`src/hdl/ddl_cfg.svh`:
```
`ifndef DDL_CFG_SVH
`define DDL_CFG_SVH

// Address widths
`define DDL_ROW_BITS 13
`define DDL_COL_BITS 10

// DFI data path
`define DDL_DATA_WIDTH 32
`define DDL_MASK_WIDTH 4

// BL8 takes four clock cycles on the DFI side
`define DDL_BURST_CYCLES 4

// From READ/WRITE on the DFI bus to the start of the burst window
`define DDL_WR_LATENCY 3
`define DDL_RD_LATENCY 4

// DDR3 timing, in cycles from the accepting edge to ready again
`define DDL_T_INIT 4
`define DDL_T_MRD 4
`define DDL_T_RP 3
`define DDL_T_RFC 11
`define DDL_T_ZQINIT 64
`define DDL_T_RCD 3
`define DDL_T_CCD 4
`define DDL_T_RTW 6
`define DDL_T_WTR 10
`define DDL_T_RDAP 8
`define DDL_T_WRAP 14

// Wide enough for the longest delay above
`define DDL_TIMER_BITS 7

`endif

```
`src/hdl/ddl_pkg.sv`:
```
`default_nettype none

`include "ddl_cfg.svh"

package ddl_pkg;

  // JEDEC command encoding, bits are {RAS#, CAS#, WE#}
  typedef enum logic [2:0] {
    CMD_MRS  = 3'b000,
    CMD_REF  = 3'b001,
    CMD_PRE  = 3'b010,
    CMD_ACT  = 3'b011,
    CMD_WR   = 3'b100,
    CMD_RD   = 3'b101,
    CMD_ZQCL = 3'b110,
    CMD_NOOP = 3'b111
  } ddl_cmd_e;

  // Bank-sequence states
  typedef enum logic [2:0] {
    ST_IDLE,
    ST_ACTV,
    ST_READ,
    ST_WRIT,
    ST_PREC,
    ST_REFR,
    ST_MODE,
    ST_ZQCL
  } ddl_state_e;

  // Column view of the address word, for READ, WRITE and PRECHARGE
  typedef struct packed {
    logic [`DDL_ROW_BITS-`DDL_COL_BITS-2:0] high;
    logic                                   ap;  // A10, auto-precharge or all banks
    logic [`DDL_COL_BITS-1:0]               col;
  } ddl_cas_addr_t;

  // Row view for ACTIVATE and MODE, column view otherwise
  typedef union packed {
    logic [`DDL_ROW_BITS-1:0] row;
    ddl_cas_addr_t            cas;
  } ddl_addr_u;

endpackage

`default_nettype wire

```
`src/hdl/ddl_issue_if.sv`:
```
`timescale 1ns/1ns
`default_nettype none

// One accepted command, from the state machine to the issue stage
interface ddl_issue_if;
  import ddl_pkg::*;

  // Single-cycle pulse, never back-pressured
  logic       valid;
  ddl_cmd_e   cmd;
  logic [2:0] bank;
  ddl_addr_u  addr;

  modport fsm (
    output valid,
    output cmd,
    output bank,
    output addr
  );

  modport issue (
    input valid,
    input cmd,
    input bank,
    input addr
  );

endinterface

`default_nettype wire

```
`src/hdl/ddl_burst_window.sv`:
```
`timescale 1ns/1ns
`default_nettype none

`include "ddl_cfg.svh"

module ddl_burst_window #(
  parameter int LATENCY = 3
) (
  input  logic clock,
  input  logic reset,
  input  logic start_i,
  output logic window_o,
  output logic last_o
);

  localparam int CNT_BITS = $clog2(`DDL_BURST_CYCLES);

  logic [LATENCY-1:0]  pipe_q;
  logic [CNT_BITS-1:0] count_q;
  logic                tap_w;

  // Start pulse after LATENCY cycles; opens the first window cycle
  assign tap_w = pipe_q[LATENCY-1];

  always_ff @(posedge clock) begin
    if (reset) begin
      pipe_q  <= '0;
      count_q <= '0;
    end else begin
      pipe_q[0] <= start_i;
      for (int i = 1; i < LATENCY; i++) begin
        pipe_q[i] <= pipe_q[i-1];
      end
      // Remaining burst cycles after the tap cycle
      if (tap_w) begin
        count_q <= CNT_BITS'(`DDL_BURST_CYCLES - 1);
      end else if (count_q != '0) begin
        count_q <= count_q - 1'b1;
      end
    end
  end

  assign window_o = tap_w || (count_q != '0);
  assign last_o   = !tap_w && (count_q == CNT_BITS'(1));

  // A new burst may only begin in the last cycle of the one before
  a_no_overrun: assert property (
    @(posedge clock) disable iff (reset) tap_w |-> count_q <= CNT_BITS'(1)
  );

endmodule

`default_nettype wire

```
`src/hdl/ddl_cmd_fsm.sv`:
```
`timescale 1ns/1ns
`default_nettype none

`include "ddl_cfg.svh"

module ddl_cmd_fsm (
  input  logic                    clock,
  input  logic                    reset,
  input  logic                    ddr_cke_i,
  input  logic                    ctl_req_i,
  input  ddl_pkg::ddl_cmd_e       ctl_cmd_i,
  input  logic [2:0]              ctl_ba_i,
  input  ddl_pkg::ddl_addr_u      ctl_adr_i,
  output logic                    ctl_rdy_o,
  output logic                    ctl_run_o,
  ddl_issue_if.fsm                iss
);
  import ddl_pkg::*;

  localparam int TW = `DDL_TIMER_BITS;

  // The first edge with cke high already counts down, hence the extra cycle
  localparam logic [TW-1:0] DLY_INIT   = TW'(`DDL_T_INIT + 1);
  localparam logic [TW-1:0] DLY_MRD    = TW'(`DDL_T_MRD);
  localparam logic [TW-1:0] DLY_RP     = TW'(`DDL_T_RP);
  localparam logic [TW-1:0] DLY_RFC    = TW'(`DDL_T_RFC);
  localparam logic [TW-1:0] DLY_ZQINIT = TW'(`DDL_T_ZQINIT);
  localparam logic [TW-1:0] DLY_RCD    = TW'(`DDL_T_RCD);
  localparam logic [TW-1:0] DLY_CCD    = TW'(`DDL_T_CCD);
  localparam logic [TW-1:0] DLY_RTW    = TW'(`DDL_T_RTW);
  localparam logic [TW-1:0] DLY_WTR    = TW'(`DDL_T_WTR);
  localparam logic [TW-1:0] DLY_RDAP   = TW'(`DDL_T_RDAP);
  localparam logic [TW-1:0] DLY_WRAP   = TW'(`DDL_T_WRAP);

  ddl_state_e  state_q;
  ddl_state_e  next_w;
  logic [TW-1:0] timer_q;
  logic [TW-1:0] delay_w;
  logic        legal_w;
  logic        take_w;
  logic        rdy_q;
  logic        run_q;
  logic        valid_q;
  ddl_cmd_e    cmd_q;
  logic [2:0]  bank_q;
  ddl_addr_u   addr_q;

  // Commands that each state may be followed by
  always_comb begin
    case (state_q)
      ST_IDLE: legal_w = ctl_cmd_i inside {CMD_ACT, CMD_PRE, CMD_REF, CMD_MRS, CMD_ZQCL};
      ST_ACTV,
      ST_READ,
      ST_WRIT: legal_w = ctl_cmd_i inside {CMD_RD, CMD_WR, CMD_ACT};
      ST_PREC: legal_w = ctl_cmd_i inside {CMD_ACT, CMD_REF};
      ST_REFR: legal_w = ctl_cmd_i inside {CMD_ACT, CMD_REF};
      ST_MODE: legal_w = ctl_cmd_i inside {CMD_MRS, CMD_REF, CMD_PRE, CMD_ZQCL};
      ST_ZQCL: legal_w = ctl_cmd_i inside {CMD_ACT, CMD_REF, CMD_PRE};
      default: legal_w = 1'b0;
    endcase
  end

  // Target state and hold-off delay of the requested command
  always_comb begin
    next_w  = state_q;
    delay_w = '0;
    case (ctl_cmd_i)
      CMD_ACT: begin
        next_w  = ST_ACTV;
        delay_w = DLY_RCD;
      end
      CMD_PRE: begin
        next_w  = ST_PREC;
        delay_w = DLY_RP;
      end
      CMD_REF: begin
        next_w  = ST_REFR;
        delay_w = DLY_RFC;
      end
      CMD_MRS: begin
        next_w  = ST_MODE;
        delay_w = DLY_MRD;
      end
      CMD_ZQCL: begin
        next_w  = ST_ZQCL;
        delay_w = DLY_ZQINIT;
      end
      CMD_RD: begin
        if (ctl_adr_i.cas.ap) begin
          next_w  = ST_IDLE;
          delay_w = DLY_RDAP;
        end else begin
          next_w  = ST_READ;
          delay_w = (state_q == ST_WRIT) ? DLY_WTR : DLY_CCD;
        end
      end
      CMD_WR: begin
        if (ctl_adr_i.cas.ap) begin
          next_w  = ST_IDLE;
          delay_w = DLY_WRAP;
        end else begin
          next_w  = ST_WRIT;
          delay_w = (state_q == ST_READ) ? DLY_RTW : DLY_CCD;
        end
      end
      default: begin
        next_w  = state_q;
        delay_w = '0;
      end
    endcase
  end

  // Illegal requests and NOOP fall through here and are dropped
  assign take_w = ctl_req_i && rdy_q && legal_w;

  always_ff @(posedge clock) begin
    if (reset || !ddr_cke_i) begin
      state_q <= ST_IDLE;
      timer_q <= DLY_INIT;
      rdy_q   <= 1'b0;
      run_q   <= 1'b0;
      valid_q <= 1'b0;
    end else begin
      valid_q <= 1'b0;
      if (timer_q != '0) begin
        timer_q <= timer_q - 1'b1;
        // Last count, ready comes back on this edge
        if (timer_q == TW'(1)) begin
          rdy_q <= 1'b1;
          run_q <= 1'b1;
        end
      end else if (take_w) begin
        state_q <= next_w;
        timer_q <= delay_w;
        rdy_q   <= 1'b0;
        valid_q <= 1'b1;
      end
    end
  end

  // Command fields for the issue stage
  always_ff @(posedge clock) begin
    if (take_w) begin
      cmd_q  <= ctl_cmd_i;
      bank_q <= ctl_ba_i;
      addr_q <= ctl_adr_i;
    end
  end

  assign ctl_rdy_o = rdy_q;
  assign ctl_run_o = run_q;

  assign iss.valid = valid_q;
  assign iss.cmd   = cmd_q;
  assign iss.bank  = bank_q;
  assign iss.addr  = addr_q;

  a_rdy_after_timer: assert property (
    @(posedge clock) disable iff (reset) ctl_rdy_o |-> timer_q == '0
  );

  a_single_issue: assert property (
    @(posedge clock) disable iff (reset) iss.valid |=> !iss.valid
  );

endmodule

`default_nettype wire

```
`src/hdl/ddl_issue.sv`:
```
`timescale 1ns/1ns
`default_nettype none

`include "ddl_cfg.svh"

module ddl_issue (
  input  logic                     clock,
  input  logic                     reset,
  ddl_issue_if.issue               iss,
  output logic                     dfi_ras_no,
  output logic                     dfi_cas_no,
  output logic                     dfi_we_no,
  output logic [2:0]               dfi_bank_o,
  output logic [`DDL_ROW_BITS-1:0] dfi_addr_o,
  output logic                     wr_start_o,
  output logic                     rd_start_o
);
  import ddl_pkg::*;

  ddl_cmd_e                 cmd_q;
  logic [2:0]               bank_q;
  logic [`DDL_ROW_BITS-1:0] addr_q;
  logic                     wr_start_q;
  logic                     rd_start_q;

  // One cycle on the bus, then back to NOOP
  always_ff @(posedge clock) begin
    if (reset) begin
      cmd_q      <= CMD_NOOP;
      wr_start_q <= 1'b0;
      rd_start_q <= 1'b0;
    end else begin
      cmd_q      <= iss.valid ? iss.cmd : CMD_NOOP;
      wr_start_q <= iss.valid && (iss.cmd == CMD_WR);
      rd_start_q <= iss.valid && (iss.cmd == CMD_RD);
    end
  end

  // Bank and address only matter alongside a command
  always_ff @(posedge clock) begin
    if (iss.valid) begin
      bank_q <= iss.bank;
      addr_q <= iss.addr.row;
    end
  end

  assign {dfi_ras_no, dfi_cas_no, dfi_we_no} = cmd_q;

  assign dfi_bank_o = bank_q;
  assign dfi_addr_o = addr_q;
  assign wr_start_o = wr_start_q;
  assign rd_start_o = rd_start_q;

endmodule

`default_nettype wire

```
`src/hdl/ddr3_ddl_top.sv`:
```
`timescale 1ns/1ns
`default_nettype none

`include "ddl_cfg.svh"

module ddr3_ddl_top (
  input  logic                       clock,
  input  logic                       reset,
  input  logic                       ddr_cke_i,

  // Memory controller
  output logic                       ctl_run_o,
  output logic                       ctl_rdy_o,
  input  logic                       ctl_req_i,
  input  ddl_pkg::ddl_cmd_e          ctl_cmd_i,
  input  logic [2:0]                 ctl_ba_i,
  input  logic [`DDL_ROW_BITS-1:0]   ctl_adr_i,

  // Write data path
  input  logic                       mem_wvalid_i,
  input  logic                       mem_wlast_i,
  output logic                       mem_wready_o,
  input  logic [`DDL_MASK_WIDTH-1:0] mem_wrmask_i,
  input  logic [`DDL_DATA_WIDTH-1:0] mem_wrdata_i,

  // Read data path
  output logic                       mem_rvalid_o,
  output logic                       mem_rlast_o,
  output logic [`DDL_DATA_WIDTH-1:0] mem_rddata_o,

  // DFI side
  output logic                       dfi_ras_no,
  output logic                       dfi_cas_no,
  output logic                       dfi_we_no,
  output logic [2:0]                 dfi_bank_o,
  output logic [`DDL_ROW_BITS-1:0]   dfi_addr_o,
  output logic                       dfi_wstb_o,
  output logic                       dfi_wren_o,
  output logic [`DDL_MASK_WIDTH-1:0] dfi_mask_o,
  output logic [`DDL_DATA_WIDTH-1:0] dfi_data_o,
  output logic                       dfi_rden_o,
  input  logic                       dfi_rvld_i,
  input  logic [`DDL_DATA_WIDTH-1:0] dfi_data_i
);

  logic wr_start_w;
  logic rd_start_w;
  logic wstb_w;
  logic wren_q;

  ddl_issue_if iss_bus ();

  ddl_cmd_fsm u_fsm (
    .clock     (clock),
    .reset     (reset),
    .ddr_cke_i (ddr_cke_i),
    .ctl_req_i (ctl_req_i),
    .ctl_cmd_i (ctl_cmd_i),
    .ctl_ba_i  (ctl_ba_i),
    .ctl_adr_i (ctl_adr_i),
    .ctl_rdy_o (ctl_rdy_o),
    .ctl_run_o (ctl_run_o),
    .iss       (iss_bus)
  );

  ddl_issue u_issue (
    .clock      (clock),
    .reset      (reset),
    .iss        (iss_bus),
    .dfi_ras_no (dfi_ras_no),
    .dfi_cas_no (dfi_cas_no),
    .dfi_we_no  (dfi_we_no),
    .dfi_bank_o (dfi_bank_o),
    .dfi_addr_o (dfi_addr_o),
    .wr_start_o (wr_start_w),
    .rd_start_o (rd_start_w)
  );

  // Write strobe window at CAS-write latency
  ddl_burst_window #(
    .LATENCY (`DDL_WR_LATENCY)
  ) u_wr_window (
    .clock    (clock),
    .reset    (reset),
    .start_i  (wr_start_w),
    .window_o (wstb_w),
    .last_o   ()
  );

  // Read enable window at CAS latency
  ddl_burst_window #(
    .LATENCY (`DDL_RD_LATENCY)
  ) u_rd_window (
    .clock    (clock),
    .reset    (reset),
    .start_i  (rd_start_w),
    .window_o (dfi_rden_o),
    .last_o   (mem_rlast_o)
  );

  // Write data enable trails the strobe by a cycle
  always_ff @(posedge clock) begin
    if (reset) begin
      wren_q <= 1'b0;
    end else begin
      wren_q <= wstb_w;
    end
  end

  assign dfi_wstb_o   = wstb_w;
  assign dfi_wren_o   = wren_q;
  assign mem_wready_o = wren_q;

  assign dfi_mask_o = mem_wrmask_i;
  assign dfi_data_o = mem_wrdata_i;

  // No back-pressure on reads
  assign mem_rvalid_o = dfi_rvld_i;
  assign mem_rddata_o = dfi_data_i;

endmodule

`default_nettype wire

```
`config.mk`:
```
export PLATFORM = sky130hd
export DESIGN_NAME = ddr3_ddl_top
export DESIGN_NICKNAME = d
export VERILOG_FILES = /design/src/hdl/ddl_pkg.sv /design/src/hdl/ddl_issue_if.sv /design/src/hdl/ddl_burst_window.sv /design/src/hdl/ddl_cmd_fsm.sv /design/src/hdl/ddl_issue.sv /design/src/hdl/ddr3_ddl_top.sv
export VERILOG_INCLUDE_DIRS = /design/src /design/src/hdl
export SDC_FILE = /design/constraint.sdc
export NUM_CORES = 1
export LEC_CHECK = 0
export ABC_AREA = 1
export BUFFER_PORTS_ARGS = -buffer_cell sky130_fd_sc_hd__buf_2
export CAP_MARGIN = 15
export CORE_UTILIZATION = 46
export CTS_BUF_LIST = sky130_fd_sc_hd__clkbuf_16
export DETAILED_ROUTE_END_ITERATION = 10
export GPL_TIMING_DRIVEN = 0
export PLACE_DENSITY = 0.85
export SKIP_CTS_REPAIR_TIMING = 1
export SYNTH_ARGS = -nofsm -noshare
export SYNTH_HDL_FRONTEND = slang
export SYNTH_SLANG_ARGS = --single-unit
```
`constraint.sdc`:
```
create_clock -name clock -period 3.8 [get_ports clock]
set_input_delay 0.38 -clock clock [delete_from_list [all_inputs] [get_ports clock]]
set_output_delay 0.38 -clock clock [all_outputs]
set_load 0.02 [all_outputs]
```
* Yosys cells after proc, flatten, opt, wreduce, memory -nomap -nowiden *
Index checks and enable logic that the tools add are counted.

storage, ports and cells
  register bits = 65
  bits of input ports = 94
  output and inout bits = 95
  word-level logic and storage cells = 92

operators by class
  add/sub/neg operators = 3
  eq/ne operators = 18
  muxes and demuxes = 19
  bitwise operators = 2
  reductions and logical operators = 32

operator list
  cell                                              count
  case mux 7 bit (6 select lines)                   1
  2-to-1 mux 7 bit                                  4
  == test 3 bit, second input constant              9
  case mux 3 bit (7 select lines)                   1
  2-to-1 mux 2 bit                                  7
  nonzero test 7 bit                                2
  == test 3 x 2 -> 1 bit, second input constant     4
  nonzero test 2 bit                                6
  OR reduction 2 bit                                4
  == test 7 x 1 -> 1 bit, second input constant     1
  subtractor 7 x 1 -> 7 bit, second input constant  1
  == test 3 x 1 -> 1 bit, second input constant     2
  logical NOT 3 bit                                 2
  nonzero test 3 bit                                2
  logical AND 1 bit                                 5
  case mux 1 bit (5 select lines)                   1
  nonzero test 5 bit                                1
  2-to-1 mux 1 bit                                  4
  2-to-1 mux 4 bit                                  1
  AND reduction 2 bit                               2
  nonzero test 4 bit                                1
  subtractor 2 x 1 -> 2 bit, second input constant  2
  logical OR 1 bit                                  3
  AND reduction 3 bit                               1
  5 further kinds                                   7

* Longest topological paths before layout *
  depth in word-level cells = 6
  mapped depth = 10

* Cells and area by module *
From an unflattened synthesis, not the netlist that was laid out.

second synthesis, totals
  cell total of the unflattened synthesis = 325
  area total of the unflattened synthesis = 3103.0 µm²

modules (own cells, without submodules)
  module                          instances  cells an instance  area each (µm²)  seq. area each (µm²)
  ddl_cmd_fsm                     1          151                1443.9           830.8
  ddl_issue                       1          34                 635.6            580.6
  ddr3_ddl_top                    1          73                 555.5            20.0
  ddl_burst_window (u_rd_window)  1          35                 247.7            120.1
  ddl_burst_window (u_wr_window)  1          32                 220.2            100.1

* Worst setup path after synthesis *
No wires, ideal clock.

  kind = input to register
  start = input ctl_cmd_i[0]
  end = register u_fsm.addr_q (netlist bit u_fsm.iss.addr[0]), enable pin
  arrival time = 1.325 ns
  path slack = 2.100 ns
  stages = 7
  path buffers = 0
  cells stage by stage = inv_1 -> nand2_1 -> nand3_1 -> nand2_1 -> nand2_1 -> nand3_2 -> inv_1

between the ends
  cells in the longest elaborated chain, start to end = 4
  elaborated cells on any way between the ends = 14
  those cells by class = eq/ne (6); mux (1); reduce/logical (7)

ends and longest elaborated chain
  element                                               RTL line            source
  start: declaration                                    ddr3_ddl_top.sv:15  input ddl_pkg::ddl_cmd_e ctl_cmd_i,
  == test 3 x 2 -> 1 bit, or another cell as far along  -
  nonzero test 5 bit, or another cell as far along      ddl_cmd_fsm.sv:51   ST_IDLE: legal_w = ctl_cmd_i inside {CMD_ACT, CMD_PRE, CMD_REF, CMD_MRS, CMD_ZQCL};
  case mux 1 bit (5 select lines) (*)                   ddl_cmd_fsm.sv:50   case (state_q)
  logical AND 1 bit (*)                                 ddl_cmd_fsm.sv:114  assign take_w = ctl_req_i && rdy_q && legal_w;
  net u_fsm.take_w                                      ddl_cmd_fsm.sv:40   logic take_w;
  end signal: assignment                                ddl_cmd_fsm.sv:146  addr_q <= ctl_adr_i;
  end: declaration                                      ddl_cmd_fsm.sv:46   ddl_addr_u addr_q;

The timed path passes the listed nets; every way through them passes the cells marked *.
A chain may end at the register's enable or synchronous reset.

* Worst setup path in the final report *
  start = register u_fsm.state_q[0]
  end = register u_fsm.addr_q (netlist bit u_fsm.iss.addr[0]), enable pin

between the ends
  cells in the longest elaborated chain, start to end = 4
  elaborated cells on any way between the ends = 12
  those cells by class = eq/ne (7); mux (1); reduce/logical (4)

ends and longest elaborated chain
  element                                                   RTL line            source
  start: declaration                                        ddl_cmd_fsm.sv:35   ddl_state_e state_q;
  start signal: assignment                                  ddl_cmd_fsm.sv:133  state_q <= next_w;
  == test 3 x 1 -> 1 bit, or another cell as far along      ddl_cmd_fsm.sv:50
  OR reduction 3 bit or OR reduction 2 bit (tied branches)  -
  case mux 1 bit (5 select lines) (*)                       ddl_cmd_fsm.sv:50
  logical AND 1 bit (*)                                     ddl_cmd_fsm.sv:114
  net u_fsm.take_w                                          ddl_cmd_fsm.sv:40

Marked as above.

==> impl_metrics.env <==
export IMPL_status="completed"
export IMPL_intPower_mw=1.48
export IMPL_viasPerCell=4.47
export IMPL_route_met2_wl_mm=3.15
export IMPL_synth_edf_count=35
export IMPL_slowest_delay_ns=0.57
export IMPL_wl_met3_microns=350
export IMPL_critPathCapture="u_fsm.iss.addr[0]"
export IMPL_initial_core_util=0.479
export IMPL_root_buffer="clkbuf_16"
export IMPL_post_synth_cell_area_avg_sq_um=9.71
export IMPL_clk_path_buf_depth=2
export IMPL_critPathLaunchType="flop"
export IMPL_synth_cells=315
export IMPL_yosys_warnings=0
export IMPL_drt_pass1_iter_count=4
export IMPL_mostFrequentLayoutCell="buf_2"
export IMPL_slew_violations=0
export IMPL_cts_buffers=9
export IMPL_final_cell_mix="buf_2, buf_4, nand2_1"
export IMPL_critPathArrivalTime_ns=1.81
export IMPL_num_io_pins=189
export IMPL_clkPwrFrac=0.431
export IMPL_critPathMaxFanout=20
export IMPL_gr_total_overflow=0
export IMPL_final_hold_violation_count=0
export IMPL_fmax_mhz=536
export IMPL_dpl_hpwl_mm=4.57
export IMPL_rsz0062_at_grt="no"
export IMPL_dr_first_iter_drc_count=86
export IMPL_yosys_register_bits=65
export IMPL_core_region_area_sq_um=6390
export IMPL_pwr_share_comb=0.180
export IMPL_fp_dieArea_sq_um=6980
export IMPL_worstSetupPathDepth=8
export IMPL_worst_setup_path_end_kind="flop"
export IMPL_fin_cells=525
export IMPL_period_share=0.491
export IMPL_area_growth_pct=32.8
export IMPL_clock_sinks=65
export IMPL_gp_congestion=0.964
export IMPL_finalCriticalPeriod_ns=1.87
export IMPL_criticalPathCategory="reg2reg"
export IMPL_startpoint="u_fsm.state_q[0]"
export IMPL_reg2reg_to="u_fsm.iss.addr[0]"
export IMPL_grt_max_degree=21
export IMPL_vias=2349
export IMPL_route_detailed_drc=0
export IMPL_hold_class="in2reg"
export IMPL_rr_worst_depth=8
export IMPL_p_leak_nw=1.96
export IMPL_grt_pass1_vias=2170
export IMPL_wire_per_inst_microns=10.9
export IMPL_num_rows=29
export IMPL_layout_drive_gt1_share=0.498
export IMPL_power_density_nw_per_um2=489
export IMPL_top_layer="met4"
export IMPL_pwr_share_seq=0.389
export IMPL_fin_skew_ns=0.00466
export IMPL_crit_required_ns=3.75
export IMPL_reg2reg_from="u_fsm.state_q[0]"
export IMPL_r2r_setup_slack_ns=1.93
export IMPL_setup_viol=0
export IMPL_final_antenna_net_count=0
export IMPL_p_switching_mw=0.501
export IMPL_synth_cell_types=31
export IMPL_clkLatencyLatePin_ns=0.32
export IMPL_peakVddDrop_uv=350
export IMPL_grt_use_total=0.170
export IMPL_path_cells="inv_1 -> nand2_1 -> inv_1 -> nand2_1 -> nand2_1 -> nand2_2 -> nand3_2 -> inv_1"
export IMPL_drv_cap=0
export IMPL_htreeDepth=3
export IMPL_cts_tree="done"
export IMPL_layout_nets=542
export IMPL_cts_reportedPaths_clkPinSlew_ns=0.05
export IMPL_swShare=0.252
export IMPL_ys_async_sr_fraction=0
export IMPL_synth_ff_type="edfxtp_1"
export IMPL_path_buf_inv=3
export IMPL_grt_pass1_wl_mm=9.26
export IMPL_tightest_slew_ns=0.783
export IMPL_synth_seq_area_share=0.540
export IMPL_die_x_microns=83.6
export IMPL_n_antenna_cell=0
export IMPL_drt_wl_total_mm=5.71
export IMPL_synthesis_nets=414
export IMPL_port_buffers=117
export IMPL_fin_setup_tns_ns=0
export IMPL_wl_met1_mm=2.15
export IMPL_synth_cell_area_sq_um=3060
export IMPL_worst_path_dominant_cell_family="buffers and inverters"
export IMPL_cpMaxStageDelayCell="inv_1"
export IMPL_grt_antenna_before_repair=0
export IMPL_max_slew_margin=0.477
export IMPL_die_h_microns=83.6
export IMPL_dp_cells=509
[power by group through the flow]
| stage | clock (mW) | combinational, mW | sequential, mW |
|---|---|---|---|
| 3_5_place_dp | 0 | 0.359 | 0.786 |
| 5_1_grt | 0.907 | 0.397 | 0.773 |
| 6_report | 0.856 | 0.358 | 0.772 |
| 3_3_place_gp | 0 | 0.339 | 0.785 |
| 2_1_floorplan | 0 | 0.255 | 0.789 |
| 4_1_cts | 0.881 | 0.361 | 0.772 |
[how the worst min path moves through the flow]
stage	start	end	slack (ns)	cells past startpoint
floorplan	u_issue.rd_start_o	u_rd_window.pipe_q[0]	0.39	2
global placement	u_rd_window.pipe_q[1]	u_rd_window.pipe_q[2]	0.39	2
detailed placement	u_issue.wr_start_o	u_wr_window.pipe_q[0]	0.40	2
CTS	ctl_ba_i[2]	u_fsm.iss.bank[2]	0.22	1
global route	ctl_adr_i[5]	u_fsm.iss.addr[5]	0.21	1
finish	ctl_ba_i[2]	u_fsm.iss.bank[2]	0.23	1
[worst register-to-register path, delay by kind of cell, from the launching register on]
| family | cells | cell delay, ns |
|---|---|---|
| simple gates | 5 | 0.46 |
| buf+inv | 3 | 0.68 |
| flops | 1 | 0.34 |
[stage by stage]
stage	worst slack, ns	area, sq um	total power, mW	utilization	hold slack [ns]
global route	1.75	4060	2.08	0.636	0.215
CTS	1.92	4060	2.01	0.636	0.218
floorplan	2.10	3060	1.04	-	0.388
global placement	1.69	3740	1.12	0.586	0.391
detailed placement	1.68	3740	1.15	0.586	0.396
finish	1.93	4060	1.99	0.636	0.230
[cell families after synthesis]
family,after synthesis,synth area share
buf+inv,114,0.229
simple gates,107,0.166
flops,65,0.540
compound gates,23,0.0417
fa+ha+maj,5,0.0204
xor+xnor,1,0.00286
[sequential cells by signal, indices dropped and copies added (netlist names)]
| signal | flops |
|---|---|
| u_fsm.state_q | 3 |
| u_issue.dfi_bank_o | 3 |
| u_fsm.iss.valid | 1 |
| dfi_wren_o | 1 |
| u_issue.wr_start_o | 1 |
| u_rd_window.count_q | 2 |
| u_fsm.ctl_run_o | 1 |
| u_wr_window.pipe_q | 3 |
| u_fsm.iss.addr | 13 |
| u_fsm.timer_q | 7 |
| u_issue.dfi_addr_o | 13 |
| u_fsm.iss.bank | 3 |
| u_rd_window.pipe_q | 4 |
| u_issue.cmd_q | 3 |
| u_issue.rd_start_o | 1 |
| u_wr_window.count_q | 2 |
| u_fsm.iss.cmd | 3 |
| u_fsm.ctl_rdy_o | 1 |
[final cells by class]
cell class	instances	area, sq um
buffer	72	541
timing repair buffer	117	586
clock inverter	7	95.1
sequential	65	1650
fill	520	2320
inverter	42	160
multi-input combinational	136	707
tap	77	96.3
clock buffer	9	225
[layer usage]
layer / vias up / track usage
li1: 1194 / -
met1: 1074 / 0.178
met2: 74 / 0.310
met3: 7 / 0.0633
met4: 0 / 0.0616
met5: - / 0
[synth_stat cells, types with 3 or more instances]
master | instances | share of area
o21ai_0 | 8 | 0.013
dfxtp_1 | 30 | 0.20
nand4_1 | 3 | 0.0061
edfxtp_1 | 35 | 0.34
a21oi_1 | 10 | 0.016
nor3_1 | 4 | 0.0065
ha_1 | 5 | 0.020
inv_2 | 3 | 0.0037
or2_2 | 3 | 0.0061
nand3_1 | 14 | 0.023
nand2_2 | 5 | 0.010
nand2_1 | 41 | 0.050
nor2_1 | 30 | 0.037
inv_1 | 38 | 0.047
buf_4 | 70 | 0.17
No activity file was read; power rests on OpenSTA's default activity.
